<file path="src/common/rmt_pkg.sv">
package rmt_pkg;

	localparam int DATA_WIDTH  = 64;
	localparam int VLAN_WIDTH  = 12;
	localparam int KIND_WIDTH  = 4;
	localparam int CONT_WIDTH  = 16;
	localparam int NUM_CONT    = 3;
	localparam int NUM_STAGES  = 3;
	localparam int TABLE_DEPTH = 16;
	localparam int IDX_WIDTH   = $clog2(TABLE_DEPTH);  // low vlan bits select the entry
	localparam int STAGE_WIDTH = 4;
	localparam int OP_WIDTH    = 2;
	localparam int CSEL_WIDTH  = 2;

	localparam logic [KIND_WIDTH-1:0] KIND_DATA = 4'd0;
	localparam logic [KIND_WIDTH-1:0] KIND_CTRL = 4'd1;

	localparam logic [OP_WIDTH-1:0] OP_NOP = 2'd0;
	localparam logic [OP_WIDTH-1:0] OP_SET = 2'd1;
	localparam logic [OP_WIDTH-1:0] OP_ADD = 2'd2;

	// low bit of each field in the first beat
	localparam int VLAN_LO  = 52;
	localparam int KIND_LO  = 48;
	localparam int CONT_LO  = 0;   // containers of a data packet in 47..0
	localparam int STAGE_LO = 44;  // control packet fields
	localparam int IDX_LO   = 40;
	localparam int OP_LO    = 36;
	localparam int CSEL_LO  = 32;
	localparam int IMM_LO   = 0;

	localparam int PKT_FIFO_DEPTH = 32;
	localparam int PHV_FIFO_DEPTH = 8;
	// 5 cycles from s_axis accept to phv fifo write, plus one spare
	localparam int FIFO_SLACK = 6;

	localparam int CTRL_WIDTH = STAGE_WIDTH + IDX_WIDTH + OP_WIDTH + CSEL_WIDTH + CONT_WIDTH;

	typedef struct packed {
		logic [VLAN_WIDTH-1:0]                vlan;
		logic [NUM_CONT-1:0][CONT_WIDTH-1:0]  cont;
	} phv_t;

	typedef struct packed {
		logic [OP_WIDTH-1:0]   op;
		logic [CSEL_WIDTH-1:0] csel;
		logic [CONT_WIDTH-1:0] imm;
	} action_t;

	typedef struct packed {
		logic [DATA_WIDTH-1:0] data;
		logic                  last;
	} pkt_beat_t;

endpackage

</file>
<file path="src/stage/match_action_stage.sv">
module match_action_stage import rmt_pkg::*; #(
	parameter int STAGE_ID = 0
) (
	input  logic                  clk,
	input  logic                  aresetn,
	input  phv_t                  phv_in,
	input  logic                  phv_valid_in,
	input  logic [CTRL_WIDTH-1:0] ctrl_in,
	input  logic                  ctrl_valid_in,
	output phv_t                  phv_out,
	output logic                  phv_valid_out,
	output logic [CTRL_WIDTH-1:0] ctrl_out,
	output logic                  ctrl_valid_out
);

	logic [STAGE_WIDTH-1:0] c_stage;
	logic [IDX_WIDTH-1:0]   c_idx;
	action_t                c_act;
	logic                   tbl_we;

	action_t table_r [TABLE_DEPTH];
	action_t act;
	phv_t    phv_next;

	assign {c_stage, c_idx, c_act} = ctrl_in;
	assign tbl_we = ctrl_valid_in && (c_stage == STAGE_WIDTH'(STAGE_ID));

	// lookup by low vlan bits
	assign act = table_r[phv_in.vlan[IDX_WIDTH-1:0]];

	// an out of range container select leaves the phv alone
	always_comb begin
		phv_next = phv_in;
		for (int i = 0; i < NUM_CONT; i++) begin
			if (act.csel == CSEL_WIDTH'(i)) begin
				case (act.op)
					OP_SET:  phv_next.cont[i] = act.imm;
					OP_ADD:  phv_next.cont[i] = phv_in.cont[i] + act.imm;  // mod 2^16
					default: phv_next.cont[i] = phv_in.cont[i];
				endcase
			end
		end
	end

	always_ff @(posedge clk or negedge aresetn) begin
		if (!aresetn) begin
			for (int i = 0; i < TABLE_DEPTH; i++)
				table_r[i] <= '{op: OP_NOP, default: '0};
		end else if (tbl_we) begin
			table_r[c_idx] <= c_act;
		end
	end

	always_ff @(posedge clk or negedge aresetn) begin
		if (!aresetn) begin
			phv_valid_out  <= 1'b0;
			ctrl_valid_out <= 1'b0;
		end else begin
			phv_valid_out  <= phv_valid_in;
			ctrl_valid_out <= ctrl_valid_in;  // every stage forwards control words
		end
	end

	always_ff @(posedge clk) begin
		phv_out  <= phv_next;
		ctrl_out <= ctrl_in;
	end

endmodule

</file>
<file path="src/verilog/phv_deparser.sv">
module phv_deparser import rmt_pkg::*; (
	input  logic                  clk,
	input  logic                  aresetn,
	input  pkt_beat_t             pkt_dout,
	input  logic                  pkt_empty,
	output logic                  pkt_rd_en,
	input  phv_t                  phv_dout,
	input  logic                  phv_empty,
	output logic                  phv_rd_en,
	output logic [DATA_WIDTH-1:0] m_axis_tdata,
	output logic                  m_axis_tvalid,
	output logic                  m_axis_tlast,
	input  logic                  m_axis_tready
);

	typedef enum logic {
		ST_HEADER,
		ST_BODY
	} state_t;

	state_t                state_r;
	logic                  in_header;
	logic [DATA_WIDTH-1:0] merged;

	assign in_header = state_r == ST_HEADER;

	// kind nibble kept from the packet, vlan and containers from the phv
	assign merged = {phv_dout.vlan, pkt_dout.data[KIND_LO +: KIND_WIDTH], phv_dout.cont};

	// header beat needs its phv as well
	assign m_axis_tvalid = in_header ? (!pkt_empty && !phv_empty) : !pkt_empty;
	assign m_axis_tdata  = in_header ? merged : pkt_dout.data;
	assign m_axis_tlast  = pkt_dout.last;

	assign pkt_rd_en = m_axis_tvalid && m_axis_tready;
	assign phv_rd_en = pkt_rd_en && pkt_dout.last;  // phv stays at head for the whole packet

	always_ff @(posedge clk or negedge aresetn) begin
		if (!aresetn) begin
			state_r <= ST_HEADER;
		end else if (pkt_rd_en) begin
			state_r <= pkt_dout.last ? ST_HEADER : ST_BODY;
		end
	end

endmodule

</file>
<file path="src/verilog/phv_parser.sv">
module phv_parser import rmt_pkg::*; (
	input  logic                  clk,
	input  logic                  aresetn,
	input  logic [DATA_WIDTH-1:0] beat_data,
	input  logic                  beat_valid,
	input  logic                  beat_last,
	input  logic                  beat_first,
	output logic                  pkt_wr_en,
	output pkt_beat_t             pkt_din,
	output phv_t                  phv,
	output logic                  phv_valid,
	output logic [CTRL_WIDTH-1:0] ctrl,
	output logic                  ctrl_valid
);

	logic is_ctrl;
	logic hdr_beat;
	action_t act;

	assign is_ctrl  = beat_data[KIND_LO +: KIND_WIDTH] == KIND_CTRL;
	assign hdr_beat = beat_valid && beat_first;

	assign act.op   = beat_data[OP_LO +: OP_WIDTH];
	assign act.csel = beat_data[CSEL_LO +: CSEL_WIDTH];
	assign act.imm  = beat_data[IMM_LO +: CONT_WIDTH];

	always_ff @(posedge clk or negedge aresetn) begin
		if (!aresetn) begin
			pkt_wr_en  <= 1'b0;
			phv_valid  <= 1'b0;
			ctrl_valid <= 1'b0;
		end else begin
			// the filter only passes the first beat of a control packet
			pkt_wr_en  <= beat_valid && !(beat_first && is_ctrl);
			phv_valid  <= hdr_beat && !is_ctrl;
			ctrl_valid <= hdr_beat && is_ctrl;
		end
	end

	always_ff @(posedge clk) begin
		pkt_din.data <= beat_data;
		pkt_din.last <= beat_last;
		phv.vlan     <= beat_data[VLAN_LO +: VLAN_WIDTH];
		phv.cont     <= beat_data[CONT_LO +: NUM_CONT * CONT_WIDTH];
		// stage, index, then the action entry
		ctrl <= {beat_data[STAGE_LO +: STAGE_WIDTH], beat_data[IDX_LO +: IDX_WIDTH], act};
	end

endmodule

</file>
<file path="src/verilog/pkt_filter.sv">
module pkt_filter import rmt_pkg::*; (
	input  logic                  clk,
	input  logic                  aresetn,
	input  logic [15:0]           vlan_drop_flags,
	input  logic [DATA_WIDTH-1:0] s_axis_tdata,
	input  logic                  s_axis_tvalid,
	input  logic                  s_axis_tlast,
	output logic                  s_axis_tready,
	input  logic                  pkt_fifo_nearly_full,
	input  logic                  phv_fifo_nearly_full,
	output logic [DATA_WIDTH-1:0] beat_data,
	output logic                  beat_valid,
	output logic                  beat_last,
	output logic                  beat_first,
	output logic [31:0]           ctrl_token
);

	logic first_r;      // next accepted beat opens a packet
	logic body_pass_r;  // body beats of the current packet go on
	logic accept;
	logic drop_now;
	logic ctrl_now;
	logic fwd;

	assign s_axis_tready = !pkt_fifo_nearly_full && !phv_fifo_nearly_full;
	assign accept = s_axis_tvalid && s_axis_tready;

	// only meaningful on a first beat
	assign drop_now = vlan_drop_flags[s_axis_tdata[VLAN_LO +: IDX_WIDTH]];
	assign ctrl_now = s_axis_tdata[KIND_LO +: KIND_WIDTH] == KIND_CTRL;

	assign fwd = accept && (first_r ? !drop_now : body_pass_r);

	always_ff @(posedge clk or negedge aresetn) begin
		if (!aresetn) begin
			first_r     <= 1'b1;
			body_pass_r <= 1'b0;
			beat_valid  <= 1'b0;
			ctrl_token  <= 32'd0;
		end else begin
			beat_valid <= fwd;
			if (accept) begin
				first_r <= s_axis_tlast;
				// control packets keep only their first beat
				if (first_r)
					body_pass_r <= !drop_now && !ctrl_now;
			end
			if (accept && first_r && ctrl_now && !drop_now)
				ctrl_token <= ctrl_token + 32'd1;  // wraps at 32 bits
		end
	end

	always_ff @(posedge clk) begin
		beat_data  <= s_axis_tdata;
		beat_last  <= s_axis_tlast;
		beat_first <= first_r;
	end

endmodule

</file>
<file path="src/verilog/rmt_top.sv">
module rmt_top import rmt_pkg::*; (
	input  logic                  clk,
	input  logic                  aresetn,
	input  logic [15:0]           vlan_drop_flags,
	output logic [31:0]           ctrl_token,
	input  logic [DATA_WIDTH-1:0] s_axis_tdata,
	input  logic                  s_axis_tvalid,
	output logic                  s_axis_tready,
	input  logic                  s_axis_tlast,
	output logic [DATA_WIDTH-1:0] m_axis_tdata,
	output logic                  m_axis_tvalid,
	input  logic                  m_axis_tready,
	output logic                  m_axis_tlast
);

	logic [DATA_WIDTH-1:0] beat_data;
	logic                  beat_valid;
	logic                  beat_last;
	logic                  beat_first;

	pkt_beat_t pkt_din;
	pkt_beat_t pkt_dout;
	logic      pkt_wr_en;
	logic      pkt_rd_en;
	logic      pkt_empty;
	logic      pkt_nearly_full;

	phv_t phv_dout;
	logic phv_rd_en;
	logic phv_empty;
	logic phv_nearly_full;

	// index s is the input of stage s, the last phv entry feeds the phv fifo
	phv_t                  stg_phv [NUM_STAGES+1];
	logic [NUM_STAGES:0]   stg_phv_valid;
	logic [CTRL_WIDTH-1:0] stg_ctrl [NUM_STAGES];
	logic [NUM_STAGES-1:0] stg_ctrl_valid;

	pkt_filter filter_i (
		.clk                  (clk),
		.aresetn              (aresetn),
		.vlan_drop_flags      (vlan_drop_flags),
		.s_axis_tdata         (s_axis_tdata),
		.s_axis_tvalid        (s_axis_tvalid),
		.s_axis_tlast         (s_axis_tlast),
		.s_axis_tready        (s_axis_tready),
		.pkt_fifo_nearly_full (pkt_nearly_full),
		.phv_fifo_nearly_full (phv_nearly_full),
		.beat_data            (beat_data),
		.beat_valid           (beat_valid),
		.beat_last            (beat_last),
		.beat_first           (beat_first),
		.ctrl_token           (ctrl_token)
	);

	phv_parser parser_i (
		.clk        (clk),
		.aresetn    (aresetn),
		.beat_data  (beat_data),
		.beat_valid (beat_valid),
		.beat_last  (beat_last),
		.beat_first (beat_first),
		.pkt_wr_en  (pkt_wr_en),
		.pkt_din    (pkt_din),
		.phv        (stg_phv[0]),
		.phv_valid  (stg_phv_valid[0]),
		.ctrl       (stg_ctrl[0]),
		.ctrl_valid (stg_ctrl_valid[0])
	);

	for (genvar s = 0; s < NUM_STAGES; s++) begin : g_stage
		if (s < NUM_STAGES - 1) begin : g_mid
			match_action_stage #(.STAGE_ID(s)) stage_i (
				.clk            (clk),
				.aresetn        (aresetn),
				.phv_in         (stg_phv[s]),
				.phv_valid_in   (stg_phv_valid[s]),
				.ctrl_in        (stg_ctrl[s]),
				.ctrl_valid_in  (stg_ctrl_valid[s]),
				.phv_out        (stg_phv[s+1]),
				.phv_valid_out  (stg_phv_valid[s+1]),
				.ctrl_out       (stg_ctrl[s+1]),
				.ctrl_valid_out (stg_ctrl_valid[s+1])
			);
		end else begin : g_last
			// control words end here
			match_action_stage #(.STAGE_ID(s)) stage_i (
				.clk            (clk),
				.aresetn        (aresetn),
				.phv_in         (stg_phv[s]),
				.phv_valid_in   (stg_phv_valid[s]),
				.ctrl_in        (stg_ctrl[s]),
				.ctrl_valid_in  (stg_ctrl_valid[s]),
				.phv_out        (stg_phv[s+1]),
				.phv_valid_out  (stg_phv_valid[s+1]),
				.ctrl_out       (),
				.ctrl_valid_out ()
			);
		end
	end

	sync_fifo #(.payload_t(pkt_beat_t), .DEPTH(PKT_FIFO_DEPTH)) pkt_fifo_i (
		.clk         (clk),
		.aresetn     (aresetn),
		.wr_en       (pkt_wr_en),
		.din         (pkt_din),
		.rd_en       (pkt_rd_en),
		.dout        (pkt_dout),
		.empty       (pkt_empty),
		.nearly_full (pkt_nearly_full)
	);

	sync_fifo #(.payload_t(phv_t), .DEPTH(PHV_FIFO_DEPTH)) phv_fifo_i (
		.clk         (clk),
		.aresetn     (aresetn),
		.wr_en       (stg_phv_valid[NUM_STAGES]),
		.din         (stg_phv[NUM_STAGES]),
		.rd_en       (phv_rd_en),
		.dout        (phv_dout),
		.empty       (phv_empty),
		.nearly_full (phv_nearly_full)
	);

	phv_deparser deparser_i (
		.clk           (clk),
		.aresetn       (aresetn),
		.pkt_dout      (pkt_dout),
		.pkt_empty     (pkt_empty),
		.pkt_rd_en     (pkt_rd_en),
		.phv_dout      (phv_dout),
		.phv_empty     (phv_empty),
		.phv_rd_en     (phv_rd_en),
		.m_axis_tdata  (m_axis_tdata),
		.m_axis_tvalid (m_axis_tvalid),
		.m_axis_tlast  (m_axis_tlast),
		.m_axis_tready (m_axis_tready)
	);

endmodule

</file>
<file path="src/verilog/sync_fifo.sv">
module sync_fifo import rmt_pkg::*; #(
	parameter type payload_t = logic,
	parameter int  DEPTH     = 8
) (
	input  logic     clk,
	input  logic     aresetn,
	input  logic     wr_en,
	input  payload_t din,
	input  logic     rd_en,
	output payload_t dout,
	output logic     empty,
	output logic     nearly_full
);

	localparam int PTR_W = $clog2(DEPTH);
	localparam int CNT_W = $clog2(DEPTH + 1);

	payload_t         mem [DEPTH];
	logic [PTR_W-1:0] wr_ptr;
	logic [PTR_W-1:0] rd_ptr;
	logic [CNT_W-1:0] count;
	logic             do_wr;
	logic             do_rd;

	assign do_wr       = wr_en && (count != CNT_W'(DEPTH));  // never overwrite
	assign do_rd       = rd_en && !empty;
	assign empty       = count == '0;
	assign nearly_full = count >= CNT_W'(DEPTH - FIFO_SLACK);
	assign dout        = mem[rd_ptr];  // fall-through head

	always_ff @(posedge clk or negedge aresetn) begin
		if (!aresetn) begin
			wr_ptr <= '0;
			rd_ptr <= '0;
			count  <= '0;
		end else begin
			if (do_wr)
				wr_ptr <= wr_ptr + 1'b1;
			if (do_rd)
				rd_ptr <= rd_ptr + 1'b1;
			case ({do_wr, do_rd})
				2'b10:   count <= count + 1'b1;
				2'b01:   count <= count - 1'b1;
				default: count <= count;
			endcase
		end
	end

	always_ff @(posedge clk) begin
		if (do_wr)
			mem[wr_ptr] <= din;
	end

endmodule
</file>
<file path="config.mk">
export PLATFORM = sky130hd
export DESIGN_NAME = rmt_top
export DESIGN_NICKNAME = d
export VERILOG_FILES = /design/src/common/rmt_pkg.sv /design/src/stage/match_action_stage.sv /design/src/verilog/phv_deparser.sv /design/src/verilog/phv_parser.sv /design/src/verilog/pkt_filter.sv /design/src/verilog/rmt_top.sv /design/src/verilog/sync_fifo.sv
export SDC_FILE = /design/constraint.sdc
export NUM_CORES = 2
export LEC_CHECK = 0
export BUFFER_PORTS_ARGS = -buffer_cell sky130_fd_sc_hd__buf_4
export CAP_MARGIN = 40
export CORE_UTILIZATION = 41
export CTS_BUF_LIST = sky130_fd_sc_hd__clkbuf_16
export DETAILED_ROUTE_END_ITERATION = 10
export PLACE_DENSITY_LB_ADDON = 0.2
export SLEW_MARGIN = 15
export SYNTH_ARGS = -nofsm -noshare
export SYNTH_HDL_FRONTEND = slang
export SYNTH_SLANG_ARGS = --single-unit
</file>
<file path="constraint.sdc">
create_clock -name clk -period 14.1 [get_ports clk]
set_input_delay 0.705 -clock clk [delete_from_list [all_inputs] [get_ports clk]]
set_output_delay 0.705 -clock clk [all_outputs]
set_load 0.05 [all_outputs]
</file>
==> impl_results.md <==
* Initial DRC count at 8918
* Drt wl/cell at 30.4 um
* Area leader, netlist: edfxtp_1
* Area grow syn2layout at 15.3%
* Clk Latency, worst-skew pair at 1000 ps
* Max-slew violations at 0
* Syn_area_per_cell at 17.5 um2
* CP Max Fanout at 127
* Leakage power at 0.0699 uW
* Setup ws final at 7200 ps
* Share of post-route cells with drive strength above 1 at 31.3%
* FFs w/ async S/R, synth at 26.0%
* TritonCTS clock tree: built
* Num CTS Buffers at 418
* Hold slack at 306 ps
* Critical path class: flip-flop to output pin
* Port Buffer Count at 183
* Via count at 89000
* Die height at 628 um
* Full die area at 394000 um2
* RSZ-0062 raised after global routing: false
* Final wirelength at 464000 um
* Die Span X at 628 um
* Netlist cell types at 83
* Syn_nets at 9450
* Pint at 21500 uW
* CP Capture Type: output pin
* Reg power frac at 41.4%
* Period minus WS final at 6900 ps
* Pwr per Cell Area at 168 nW/um2
* Fill cells at 32600
* All-Layer GR Usage at 23.2%
* Cells after Synth at 9197
* Yosys warns at 0
* Max clock buf depth at 4
* Placement Setup Slack at 8160 ps
* Seq/Total Area, Yosys at 68.5%
* Slew @ Worst Pin at 1100 ps
* Worst VDD drop at 0.227 mV
* CTS Root Cell: clkbuf_16
* Top_reg_cell synth: edfxtp_1
* Initial Utilization at 41.2%
* Final setup TNS at 0 ps
* GPL Wtd Cong at 0.854
* Post-synth top area share at 47.8%
* #FFs+latches synth at 3957
* Ranking of synthesized cells by area: edfxtp_1 48%, dfrtp_1 16%, mux4_2 10%
* First drt pass iteration count at 6
* Gate power share at 23.5%
* Ports at 184
* Fin util at 47.6%
* Worst-path clk slew at 60 ps
* HPWL Detailed at 276000 um
* Clock Sinks at 3957
* Nets at 9902
* Slew headroom at 26.6%
* Final ANT Viol Nets at 0
* Final setup violation count at 0
* Outcome: completed
* DRC viols at 0
* # H-tree levels at 5
* Core area at 390000 um2
* Max-Cap Viols at 0
* Startpoint Class: flip-flop
* Total gr overflow at 0
* First-pass GRT wire length at 664000 um
* Sw power at 9590 uW
* Final period utilization at 48.9%
* Final hold vios at 0
* WP data required at 13400 ps
* Clock Power Share at 35.0%
* Drt via density at 5.84
* CTS resizes at 0
* Post-Syn Area at 161000 um2
* Num rows at 229
* Layout Skew at 91.9 ps
* Fmax at 145 MHz
* Post-synth EDFFs at 2560
* Worst min path class: input port to flip-flop
* Largest net degree at the start of global routing at 151
* Worst Path Arrival at 6190 ps
* Vias in the first global route at 91800
* Sw frac at 30.9%
* Antenna violations before repair at 23
-- registers in the layout, summed over array words and instances, names as in the netlist, 6 cells and up --
name,count
pkt_fifo_i.count,6
g_stage.g_mid.stage_i.table_r,640
pkt_fifo_i.mem,2080
parser_i.ctrl,16
g_stage.g_last.stage_i.table_r,320
g_stage.g_mid.stage_i.ctrl_out,56
filter_i.ctrl_token,32
filter_i.beat_data,64
parser_i.phv,16
parser_i.pkt_din,33
phv_fifo_i.mem,480
g_stage.g_mid.stage_i.phv_out,120
g_stage.g_last.stage_i.phv_out,60
-- power groups by stage --
stage	Sequential, uW	Combinational [uW]	Clock (uW)
after floorplan	12800	4940	0
after global placement	13100	7190	0
after detailed placement	13100	7320	0
after CTS	12900	7360	11100
after global routing	12900	7740	11600
final	12900	7320	10900
-- cell usage after synthesis (all sizes together) (10+ instances only) --
cell and count:
edfxtp 2560, mux2 1084, dfrtp 1029, mux4 743
mux2i 407, a21oi 370, dfxtp 367, clkbuf 343
o21ai 275, nor2 243, nand2 237, buf 217
ha 157, o221ai 157, nand3 151, xnor2 111
o211ai 65, a31oi 63, o22ai 60, inv 57
nor3 52, a21o 51, and2 38, xor2 38
nor2b 35, a211oi 27, and3 23, or3 22
nand4 19, nand2b 18, nand3b 18, o21bai 17
a211o 12, fa 11, o31ai 10
-- logic make-up after synthesis --
kind of cell | after synthesis | share of synthesized area (%)
buffers and inverters | 618 | 1.58
DFF | 3957 | 68.5
adders and majority gates | 168 | 1.36
xor gates and xnor gates | 149 | 0.812
AOI/OAI and AO/OA | 1164 | 4.54
muxes | 2234 | 20.5
and+or+nand+nor | 907 | 2.71
-- metrics by stage --
stage          power (uW)  cells  area (um2)
4_1_cts             31400  15200      185000
5_1_grt             32200  15200      185000
3_3_place_gp        20300  14300      169000
3_5_place_dp        20500  14300      171000
2_1_floorplan       17800   9197      161000
6_report            31100  15200      185000
-- layout by cell type, fill, tap and decap left out, types with 19 or more instances in the layout --
master         count
diode_2           38
bufinv_16         44
a211oi_1          24
a31oi_1           63
nand4_1           19
o211ai_1          65
o22ai_1           60
ha_1             154
edfxtp_1        2560
xnor2_1          111
nand2_1          223
buf_12            34
a21o_1            51
clkinv_1          98
or3_1             22
mux2i_1          407
xor2_1            38
a21oi_1          361
dfxtp_2           29
o221ai_1         157
buf_16            51
and2_1            37
o21ai_0          271
nand3_1          151
clkinvlp_4        24
inv_1            136
clkinv_2          76
clkbuf_16        420
nor2_1           195
dfxtp_1          332
dfrtp_1         1020
nor3_1            41
nor2_4            37
mux2_2          1083
buf_4            411
mux4_2           743
dlygate4sd3_1     67
and3_1            23
nor2b_1           28
-- worst paths after layout --
kind | from | endpoint | slack [ps] | depth (start not counted)
setup / recovery | pkt_fifo_i.rd_ptr[0]$_DFFE_PN0P_ | m_axis_tdata[24] | 7200 | 12
hold / removal | m_axis_tready | phv_fifo_i.rd_ptr[2]$_DFFE_PN0P_ | 310 | 6
setup reg to reg | g_stage[1].g_mid.stage_i.phv_out[48]$_DFF_P_ | g_stage[2].g_last.stage_i.phv_out[31]$_DFF_P_ | 8560 | 13
hold reg to reg | filter_i.beat_data[15]$_DFF_P_ | parser_i.ctrl[15]$_DFF_P_ | 310 | 0
max in group asynchronous | aresetn | filter_i.first_r$_DFFE_PN1P_ | 10530 | 7
min in group asynchronous | aresetn | g_stage[2].g_last.stage_i.table_r[203]$_DFFE_PN0P_ | 480 | 2
-- what timing repair did --
| item | CTS | global route |
|---|---|---|
| hold buffers | 67 | 0 |
| hold endpoints to repair | 160 | 0 |
| setup endpoints to repair | 0 | 0 |
| setup buffers | 0 | 0 |
-- per-layer routing --
metal	global-route usage, %	vias to the layer above	wire [um]	share of wire, %
li1	-	37400	-	-
met1	31.6	47700	194000	42
met2	38.5	3134	225000	49
met3	2.55	795	27000	5.8
met4	8.64	2	17900	3.9
met5	0	-	13	0.0028
-- worst max-delay path, stage by stage, from the launching register on --
cell and delay [ps]:
dfrtp_4 890, buf_12 630, buf_12 700, buf_4 510, buf_16 320, mux2_2 370
a21oi_1 120, o21ai_0 150, o221ai_1 220, o21ai_0 130, nand3_1 110, o21ai_0 340
buf_4 350
-- layout make-up --
| class | instances | area, um2 | share of cell area, % |
|---|---|---|---|
| flip-flops and latches | 3957 | 110000 | 59.4 |
| clock buffers | 420 | 10500 | 5.67 |
| inverters | 58 | 218 | 0.117 |
| well taps | 5197 | 6500 | 3.51 |
| diodes | 38 | 95.1 | 0.0513 |
| clock inverters | 360 | 3090 | 1.67 |
| multi-input cells | 4622 | 48700 | 26.3 |
| repair buffers | 592 | 6180 | 3.34 |
(Power assumes the default switching activity.)
